**config.mk**
```make
export PLATFORM = sky130hd
export DESIGN_NAME = fetch_top
export DESIGN_NICKNAME = d
export VERILOG_FILES = /design/src/hdl/fetch_pkg.sv /design/src/hdl/fetch_bus_master.sv /design/src/hdl/fetch_predecode.sv /design/src/hdl/fetch_pc_ctrl.sv /design/src/hdl/fetch_top.sv
export SDC_FILE = /design/constraint.sdc
export NUM_CORES = 1
export LEC_CHECK = 0
export ABC_AREA = 0
export ABC_CLOCK_PERIOD_IN_PS = 13400
export BUFFER_PORTS_ARGS = -buffer_cell sky130_fd_sc_hd__buf_4
export CORE_UTILIZATION = 35
export DETAILED_ROUTE_END_ITERATION = 10
export SYNTH_ARGS = -nofsm -noshare
export SYNTH_HDL_FRONTEND = slang
export SYNTH_HIERARCHICAL = 1
export SYNTH_SLANG_ARGS = --single-unit
```
**constraint.sdc**
```tcl
create_clock -name clk -period 13.4 [get_ports clk]
set_clock_uncertainty 0.2 [all_clocks]
set_input_delay 1.34 -clock clk [delete_from_list [all_inputs] [get_ports clk]]
set_output_delay 1.34 -clock clk [all_outputs]
set_load 0.01 [all_outputs]
```
**src/hdl/fetch_pkg.sv**
```systemverilog
// ----------------------------------------
// Widths, opcodes and bundle types for the RV32IC fetch unit
// Imported with a wildcard by every fetch RTL module
// ----------------------------------------
package fetch_pkg;

  localparam int xlen = 32;

  localparam logic [xlen-1:0] reset_pc = 32'h0000_0000;  // Boot address

  // Major opcodes
  localparam logic [6:0] opc_jal    = 7'b1101111;
  localparam logic [6:0] opc_branch = 7'b1100011;

  localparam logic [1:0] burst_incr = 2'b01;  // AXI INCR

  // Full 32-bit encoding, J-type immediate layout
  typedef struct packed {
    logic       imm20;
    logic [9:0] imm10_1;
    logic       imm11;
    logic [4:0] imm19_15;  // Upper part of imm19_12
    logic [2:0] funct3;    // Also imm14_12 for J-type
    logic [4:0] rd;
    logic [6:0] opcode;
  } instr_full_t;

  // Compressed encoding in the low halfword
  typedef struct packed {
    logic [15:0] upper;     // Next parcel, unused for a 16-bit instruction
    logic [2:0]  funct3;
    logic [10:0] offset;    // Bits 12:2, CJ offset scrambled
    logic [1:0]  quadrant;
  } instr_comp_t;

  typedef union packed {
    instr_full_t full;
    instr_comp_t comp;
  } instr_word_t;

  // Read address channel, halfword address
  typedef struct packed {
    logic [xlen-1:1] addr;
    logic            valid;
    logic [1:0]      burst;
  } ar_req_t;

  // Read data channel
  typedef struct packed {
    logic [xlen-1:0] data;
    logic [1:0]      resp;
    logic            last;
    logic            valid;
  } r_resp_t;

  typedef struct packed {
    logic            compressed;
    logic            is_jump;
    logic            is_branch;
    logic [xlen-1:0] target;  // Direct jump target
  } predecode_t;

  // Fetch to decode
  typedef struct packed {
    logic [xlen-1:0] instr;
    logic [xlen-1:0] pc;
    logic            compressed;
    logic            is_branch;
    logic            jump_taken;
  } fetch_bundle_t;

  // Misprediction or exception from later stages
  typedef struct packed {
    logic            valid;
    logic [xlen-1:0] target;
  } redirect_t;

endpackage

```
**src/hdl/fetch_bus_master.sv**
```systemverilog
// ----------------------------------------
// Single-beat read master on the AXI read channels
// Runs one instruction fetch per fetch_req, pulses fetch_done at the end
// ----------------------------------------
`timescale 1ns/1ps

module fetch_bus_master
  import fetch_pkg::*;
(
  input  logic            clk,
  input  logic            rst_n,

  // Request from PC control
  input  logic            fetch_req,
  input  logic [xlen-1:0] fetch_addr,
  output logic            fetch_done,
  output instr_word_t     fetch_word,

  // Read address channel
  output ar_req_t         ar,
  input  logic            ar_ready,

  // Read data channel
  input  r_resp_t         r,
  output logic            r_ready
);

  typedef enum logic [1:0] {
    st_idle = 2'b00,
    st_addr = 2'b01,
    st_data = 2'b10
  } bus_state_t;

  bus_state_t      state;
  logic            done_q;
  logic [xlen-1:1] addr_q;  // Halfword address
  instr_word_t     word_q;

  logic start;
  logic addr_hs;
  logic data_hs;

  // fetch_req is still high in the done cycle, so it must not restart
  assign start   = (state == st_idle) && fetch_req && !done_q;
  assign addr_hs = ar.valid && ar_ready;
  assign data_hs = r.valid && r_ready;

  always_ff @(posedge clk or negedge rst_n) begin
    if (!rst_n) begin
      state  <= st_idle;
      done_q <= 1'b0;
    end else begin
      done_q <= 1'b0;
      case (state)
        st_idle: begin
          if (start) state <= st_addr;
        end
        st_addr: begin
          if (addr_hs) state <= st_data;
        end
        st_data: begin
          if (data_hs) begin
            state  <= st_idle;
            done_q <= 1'b1;  // One-cycle pulse
          end
        end
        default: state <= st_idle;
      endcase
    end
  end

  always_ff @(posedge clk) begin
    if (start) addr_q <= fetch_addr[xlen-1:1];
    if (data_hs) word_q <= r.data;  // Response code ignored
  end

  always_comb begin
    ar.addr  = addr_q;
    ar.valid = (state == st_addr);
    ar.burst = burst_incr;  // Single beat
  end

  assign r_ready    = (state == st_data);
  assign fetch_done = done_q;
  assign fetch_word = word_q;

endmodule

```
**src/hdl/fetch_predecode.sv**
```systemverilog
// ----------------------------------------
// Predecode of one fetched word: compressed, direct jumps, branches
// Purely combinational, also forms the direct jump target
// ----------------------------------------
`timescale 1ns/1ps

module fetch_predecode
  import fetch_pkg::*;
(
  input  logic [xlen-1:0] pc,
  input  instr_word_t     word,
  output predecode_t      info
);

  instr_full_t full;
  instr_comp_t comp;

  logic            compressed;
  logic            quad1;
  logic            c_jump;
  logic            c_branch;
  logic            full_jump;
  logic            full_branch;
  logic [xlen-1:0] j_imm;
  logic [xlen-1:0] cj_imm;
  logic [xlen-1:0] offset;

  assign full = word.full;
  assign comp = word.comp;

  // Anything but 2'b11 in the low bits is a 16-bit parcel
  assign compressed = (comp.quadrant != 2'b11);
  assign quad1      = (comp.quadrant == 2'b01);

  // C.J is 101, C.JAL is 001 (RV32 only)
  assign c_jump   = quad1 && ((comp.funct3 == 3'b101) || (comp.funct3 == 3'b001));
  // C.BEQZ 110, C.BNEZ 111
  assign c_branch = quad1 && ((comp.funct3 == 3'b110) || (comp.funct3 == 3'b111));

  assign full_jump   = (full.opcode == opc_jal);
  assign full_branch = (full.opcode == opc_branch);

  // J-type imm[20|10:1|11|19:12]
  assign j_imm = {
    {11{full.imm20}},
    full.imm20,
    full.imm19_15,
    full.funct3,
    full.imm11,
    full.imm10_1,
    1'b0
  };

  // CJ offset bits 12:2 hold imm[11|4|9:8|10|6|7|3:1|5]
  assign cj_imm = {
    {20{comp.offset[10]}},
    comp.offset[10],      // imm11
    comp.offset[6],       // imm10
    comp.offset[8:7],     // imm9:8
    comp.offset[4],       // imm7
    comp.offset[5],       // imm6
    comp.offset[0],       // imm5
    comp.offset[9],       // imm4
    comp.offset[3:1],     // imm3:1
    1'b0
  };

  assign offset = compressed ? cj_imm : j_imm;

  always_comb begin
    info.compressed = compressed;
    if (compressed) begin
      info.is_jump   = c_jump;
      info.is_branch = c_branch;
    end else begin
      info.is_jump   = full_jump;
      info.is_branch = full_branch;
    end
    info.target = pc + offset;  // Only meaningful when is_jump
  end

endmodule

```
**src/hdl/fetch_pc_ctrl.sv**
```systemverilog
// ----------------------------------------
// PC owner: redirect and jump priority, stale read tracking
// Delivers each good word to decode over a four-phase req/ack exchange
// ----------------------------------------
`timescale 1ns/1ps

module fetch_pc_ctrl
  import fetch_pkg::*;
(
  input  logic            clk,
  input  logic            rst_n,
  input  redirect_t       redirect,

  // Bus master side
  output logic            fetch_req,
  output logic [xlen-1:0] fetch_addr,
  input  logic            fetch_done,
  input  instr_word_t     fetch_word,
  input  predecode_t      info,

  // Decode side
  output fetch_bundle_t   out_bundle,
  output logic            req,
  input  logic            ack
);

  typedef enum logic [1:0] {
    st_fetch   = 2'b00,  // Bus read outstanding
    st_deliver = 2'b01,  // req high, waiting for ack
    st_release = 2'b10   // req low, waiting for ack low
  } pc_state_t;

  pc_state_t       state;
  logic [xlen-1:0] pc_q;
  logic            fetch_req_q;
  logic            req_q;
  logic            stale_q;
  redirect_t       pend_q;
  redirect_t       pend_next;
  fetch_bundle_t   bundle_q;

  logic            word_good;
  logic [xlen-1:0] seq_pc;
  logic [xlen-1:0] next_pc;

  // Newest redirect wins over an older pending one
  assign pend_next = redirect.valid ? redirect : pend_q;

  assign seq_pc    = pc_q + (info.compressed ? 32'd2 : 32'd4);
  assign next_pc   = info.is_jump ? info.target : seq_pc;

  // A redirect in the return cycle also kills the word
  assign word_good = fetch_done && !stale_q && !redirect.valid;

  always_ff @(posedge clk or negedge rst_n) begin
    if (!rst_n) begin
      state       <= st_release;  // First fetch once ack is low
      pc_q        <= reset_pc;
      fetch_req_q <= 1'b0;
      req_q       <= 1'b0;
      stale_q     <= 1'b0;
      pend_q      <= '0;
    end else begin
      pend_q <= pend_next;
      case (state)
        st_fetch: begin
          if (redirect.valid) stale_q <= 1'b1;
          if (fetch_done) begin
            fetch_req_q <= 1'b0;
            if (word_good) begin
              pc_q  <= next_pc;
              req_q <= 1'b1;
              state <= st_deliver;
            end else begin
              state <= st_release;  // Stale word dropped
            end
          end
        end
        st_deliver: begin
          if (ack) begin
            req_q <= 1'b0;
            state <= st_release;
          end
        end
        st_release: begin
          if (!ack) begin
            fetch_req_q <= 1'b1;
            stale_q     <= 1'b0;
            pend_q      <= '0;
            if (pend_next.valid) pc_q <= pend_next.target;
            state <= st_fetch;
          end
        end
        default: state <= st_release;
      endcase
    end
  end

  always_ff @(posedge clk) begin
    if (word_good) begin
      bundle_q.instr      <= fetch_word;
      bundle_q.pc         <= pc_q;
      bundle_q.compressed <= info.compressed;
      bundle_q.is_branch  <= info.is_branch;  // Predicted not taken
      bundle_q.jump_taken <= info.is_jump;
    end
  end

  assign fetch_req  = fetch_req_q;
  assign fetch_addr = pc_q;
  assign req        = req_q;
  assign out_bundle = bundle_q;

endmodule

```
**src/hdl/fetch_top.sv**
```systemverilog
// ----------------------------------------
// Fetch subsystem top: bus master, predecode and PC control
// ----------------------------------------
`timescale 1ns/1ps

module fetch_top
  import fetch_pkg::*;
(
  input  logic          clk,
  input  logic          rst_n,
  input  redirect_t     redirect,

  // Read address channel
  output ar_req_t       ar,
  input  logic          ar_ready,

  // Read data channel
  input  r_resp_t       r,
  output logic          r_ready,

  // Decode exchange
  output fetch_bundle_t out_bundle,
  output logic          req,
  input  logic          ack
);

  logic            fetch_req;
  logic [xlen-1:0] fetch_addr;
  logic            fetch_done;
  instr_word_t     fetch_word;
  predecode_t      info;

  fetch_bus_master u_bus (
    .clk        (clk),
    .rst_n      (rst_n),
    .fetch_req  (fetch_req),
    .fetch_addr (fetch_addr),
    .fetch_done (fetch_done),
    .fetch_word (fetch_word),
    .ar         (ar),
    .ar_ready   (ar_ready),
    .r          (r),
    .r_ready    (r_ready)
  );

  // PC of the word in flight, stable until fetch_done
  fetch_predecode u_predecode (
    .pc   (fetch_addr),
    .word (fetch_word),
    .info (info)
  );

  fetch_pc_ctrl u_pc_ctrl (
    .clk        (clk),
    .rst_n      (rst_n),
    .redirect   (redirect),
    .fetch_req  (fetch_req),
    .fetch_addr (fetch_addr),
    .fetch_done (fetch_done),
    .fetch_word (fetch_word),
    .info       (info),
    .out_bundle (out_bundle),
    .req        (req),
    .ack        (ack)
  );

endmodule

```
### Word-level counts from Yosys, hierarchy flattened

Cells that the tools add are included.

* input port bits: 73
* word-level logic and storage cells: 95
* output and inout port bits: 103
* register bits: 203

* mux-type cells: 33
* $add $sub $neg: 2
* reduce and logical (&&, ||, !) cells: 23
* equality and inequality tests: 21

Operators with widths (number)
* $mux W32: 6
* $mux W33: 3
* $add A32 B32 Y32: 2
* $pmux W32 S2: 1
* $mux W2: 8
* $eq A7 B7 Y1 const B: 2
* $ne A2 B2 Y1 const B: 7
* $pmux W2 S3: 2
* $reduce_and A3 Y1: 4
* $eq A3 B3 Y1 const B: 3
* $mux W1: 9
* $logic_and A1 B1 Y1: 8
* $eq A2 B1 Y1 const B: 3
* $ne A2 B1 Y1 const B: 3
* $pmux W1 S2: 3
* $reduce_and A5 Y1: 1
* $eq A2 B2 Y1 const B: 2
* $logic_not A2 Y1: 2
* $reduce_and A4 Y1: 1
* $reduce_bool A2 Y1: 2
* $eq A3 B1 Y1 const B: 1
* $logic_not A1 Y1: 3
* $mux W3: 1
* $logic_or A1 B1 Y1: 2

### Longest topological paths before layout

* depth after elaboration: 8
* depth in mapped cells: 19

### Hierarchy

The synthesis kept the hierarchy.

By module, submodules not included
* fetch_pc_ctrl: times used 1, area an instance 6064.6 um^2, sequential area each 3764.9 um^2, cells each 525
* fetch_bus_master: times used 1, area an instance 2073.2 um^2, sequential area each 1966.9 um^2, cells each 78
* fetch_predecode: times used 1, area an instance 1994.4 um^2, sequential area each 0.0 um^2, cells each 304

### Worst setup path before layout

No wires, ideal clock.

* path type: in2reg
* start: input port redirect[32] (netlist bit)
* end: register u_pc_ctrl.bundle_q, in the netlist u_pc_ctrl/out_bundle[0] (enable)
* data arrival time: 6.480 ns
* stages: 3
* slack: 6.143 ns
* cell sequence: buf_2 buf_1 nor3_1

* word-level cells in the longest chain between the ends: 2

Ends and longest elaborated chain
* from (decl): line fetch_top.sv:11 `input redirect_t redirect,`
* $logic_not A1 Y1: line fetch_pc_ctrl.sv:53 `assign word_good = fetch_done && !stale_q && !redirect.valid;`
* $logic_and A1 B1 Y1: line fetch_pc_ctrl.sv:53
* named net u_pc_ctrl.word_good: line fetch_pc_ctrl.sv:42 `logic word_good;`
* to (decl): line fetch_pc_ctrl.sv:40 `fetch_bundle_t bundle_q;`

The timed path passes the listed nets, and every way through them passes these cells.
A chain may end at the register's enable or synchronous reset.

==> impl_metrics.json <==
{
  "avgRoutedWirePerCell_um": 18.36,
  "ir_worst_vdd_mv": 0.1236,
  "clkSinkCount": 203,
  "synthFlopType": "edfxtp_1",
  "fp.dieW_um": 172.1,
  "drv_slew": 0,
  "use_met3": 0.03021,
  "dr.pass1.iters": 5,
  "worst_slew_pin_slew_ns": 1.202,
  "syn_area_per_cell_um2": 11.17,
  "p_sw_mw": 0.9077,
  "tritoncts": "done",
  "yosysUniqueCellTypes": 83,
  "antenna_left": 0,
  "first_iter_violations": 573,
  "max_slew_margin": 0.1971,
  "leakage_nw": 5.240,
  "cts_max_level": 1,
  "min_path_type": "reg2reg",
  "clock_tree.root_cell": "clkbuf_16",
  "wirelength_um": 26900,
  "grt_pass1_vias": 7302,
  "synth-async-reset-ratio": 0.3596,
  "crit_path_end_kind": "register",
  "yosys.area.top_type": "edfxtp_1",
  "p_per_area_nw_per_um2": 201.6,
  "multi_input_area_um2": 4114,
  "regArea_um2": 5732,
  "track_usage": 0.1834,
  "drive_gt1_frac": 0.2272,
  "fin_crit_sh": 0.3546,
  "core_area_um2": 28160,
  "setup_viol": 0,
  "overflow": 0,
  "grt.busiest_layer": "met2",
  "postSynthCellCount": 907,
  "clock_latency_ns": 0.53,
  "power.internal_mw": 1.641,
  "critPathSlowestCell": "inv_1",
  "syn-cell-area_um2": 10130,
  "final_hold_viol_count": 0,
  "netlist_top_cells_area": "edfxtp_1 (39%), dfrtp_1 (18%), ha_1 (4.2%)",
  "startpoint_type": "register",
  "cts_inserted_buffers": 24,
  "path_max_fanout": 21,
  "clkPwrFrac": 0.279,
  "grt_setup_unrepaired": "false",
  "post-route-drc-count": 0,
  "cap_viol_max_count": 0,
  "critPathMaxStageDelay_ns": 0.53,
  "fin_nets": 1178,
  "syn_nets": 1016,
  "antenna_found_initial": 0,
  "final.fill_count": 2644,
  "status": "complete, no violations",
  "via_count": 7688,
  "finalSetupTns_ns": 0,
  "period_minus_slack_ns": 4.751,
  "holdBufCountCts": 0,
  "timing.hold.ws_ns": 0.2485,
  "initial_core_util": 0.3598,
  "cts_max_path_buffers": 3,
  "dpl.hpwl_um": 18880,
  "synth.top_cell.area_share": 0.3853,
  "worstPathArrival_ns": 4.95,
  "grt_pass1_wl_um": 41510,
  "p_sw_frac": 0.3562,
  "num_io_pins": 176,
  "grt_max_degree": 74,
  "cp.required_ns": 13.60,
  "synth_edf_count": 130,
  "io_buffers": 170,
  "pwr-share-seq": 0.384,
  "use_met2": 0.2763,
  "comb_power_share": 0.337,
  "yosys_warnings": 6,
  "die_area_um2": 29630,
  "cts_setup_buffers": 0,
  "gp_congestion": 0.8465,
  "vias_per_cell": 5.248,
  "ys_seq_area_frac": 0.5657,
  "cts_resized": 0,
  "die_y_um": 172.1,
  "rows": 61,
  "critPathKind": "reg2reg",
  "synth_seq_cells": 203,
  "clk_pin_slew_worst_paths_ns": 0.06,
  "area_delta_synth_final_pct": 24.77,
  "use_met1": 0.2734,
  "fmax_ghz": 0.2105,
  "path_cells": "and2_1, buf_4, inv_1, nand2_1, nand2_1, ha_1, inv_1, fa_1, nor2b_1, o2111ai_1, a21oi_1, o21bai_1, a31oi_2, a31oi_1, xnor2_1, or3_1, a21oi_1, nor4_1",
  "num_antenna_cells": 0
}
## placed cells by master, fill, tap and decap left out, drive strengths merged, types with 4 or more instances in the layout
| master | count |
|---|---|
| buf | 177 |
| edfxtp | 130 |
| nor2 | 99 |
| nand2 | 84 |
| dfrtp | 72 |
| o21ai | 60 |
| a21oi | 56 |
| mux2i | 34 |
| ha | 34 |
| inv | 33 |
| nand3 | 29 |
| a21o | 27 |
| clkbuf | 26 |
| nor3 | 21 |
| xnor2 | 18 |
| xor2 | 17 |
| a31oi | 13 |
| nand4 | 11 |
| nor4 | 10 |
| o21bai | 7 |
| clkinv | 7 |
| bufinv | 6 |
| nand2b | 6 |
| a221oi | 6 |
| and2 | 6 |
| nor2b | 6 |
| a311oi | 5 |
| or3 | 5 |
| a211oi | 5 |
| and3 | 5 |
| clkinvlp | 4 |
| o221a | 4 |
| nor4b | 4 |
## cell families (layout without fill, tap and decap cells)
logic type | after synthesis | after routing | share of synthesized area
compound gates | 225 | 225 | 0.1461
xor+xnor | 35 | 35 | 0.03025
fa+ha+maj | 36 | 36 | 0.04594
buf+inv | 73 | 253 | 0.03063
flops | 203 | 203 | 0.5657
mux | 35 | 35 | 0.03470
other cells | 2 | 2 | 0.0007412
simple gates | 298 | 298 | 0.1460
## through the flow
stage | total power, mW | cells | area, um2 | worst slack (ns) | util
after floorplan | 1.531 | 907 | 10130 | 6.143 | -
after global placement | 1.828 | 1421 | 11770 | 8.706 | 0.4178
after detailed placement | 1.842 | 1421 | 11770 | 8.630 | 0.4178
after CTS | 2.562 | 1465 | 12640 | 8.573 | 0.4489
after global routing | 2.708 | 1465 | 12640 | 8.222 | 0.4489
final | 2.548 | 1465 | 12640 | 8.649 | 0.4489
## registers in the layout, summed over array words and instances (netlist names)
register	cells
u_bus/addr_q	31
u_bus/state	2
u_pc_ctrl/fetch_addr	32
u_bus/fetch_word	32
u_pc_ctrl/req	1
u_pc_ctrl/state	2
u_pc_ctrl/stale_q	1
u_pc_ctrl/out_bundle	67
u_bus/fetch_done	1
u_pc_ctrl/fetch_req	1
u_pc_ctrl/pend_q	33
## worst paths after layout
path,slack [ns],startpoint,end,cells after the start
worst max-delay path,8.65,u_bus/fetch_word[0],u_pc_ctrl/fetch_addr[23],18
worst min-delay path,0.25,u_bus/fetch_word[9],u_pc_ctrl/out_bundle[44],0
worst max register to register,8.65,u_bus/fetch_word[0],u_pc_ctrl/fetch_addr[23],18
worst min register to register,0.25,u_bus/fetch_word[9],u_pc_ctrl/out_bundle[44],0
max in group asynchronous,11.62,rst_n,u_pc_ctrl/pend_q[18],1
min in group asynchronous,0.76,rst_n,u_pc_ctrl/fetch_addr[16],1
## metal layers
metal,share of wire,wire [um]
met1,0.48,12870
met2,0.44,11870
met3,0.064,1718
met4,0.016,439
met5,0,0
## power by group through the flow
stage	Clock [mW]	Combinational [mW]	Sequential (mW)
after floorplan	0	0.564	0.967
after global placement	0	0.841	0.987
after detailed placement	0	0.851	0.991
after CTS	0.726	0.856	0.980
after global routing	0.752	0.956	1.00
final	0.712	0.858	0.978
## cells in the mapped netlist (4+ instances only)
library cell,n
nor2_1,98
o21ai_1,4
inv_1,32
nand2_1,84
mux2i_1,34
nor3_1,19
xor2_1,17
buf_4,4
and3_1,5
nand2b_1,6
a31oi_1,11
nand4_1,11
edfxtp_1,130
buf_2,10
a21o_1,27
o21bai_1,7
xnor2_1,18
o21ai_0,55
a311oi_1,5
nor2b_1,4
a21oi_1,56
and2_1,5
o221a_2,4
nand3_1,27
a221oi_1,6
clkbuf_1,23
nor4_1,9
or3_1,5
dfrtp_1,72
ha_1,34
a211oi_1,5
## cell type report
type | instances | share of cell area
Multi-Input combinational cell | 631 | 0.3254
Inverter | 32 | 0.009501
Clock buffer | 26 | 0.04810
Timing Repair Buffer | 177 | 0.1051
Sequential cell | 203 | 0.4534
Tap cell | 378 | 0.03741
Clock inverter | 18 | 0.02108
## worst max-delay path: cells and delay by family (launching register included)
family / cells / cell delay (ns)
xor gates and xnor gates: 1 / 0.19
buffers and inverters: 3 / 0.79
DFF: 1 / 0.41
and+or+nand+nor: 6 / 1.12
adders and majority gates: 2 / 0.56
AOI/OAI and AO/OA: 6 / 1.32
(Power assumes the default switching activity.)
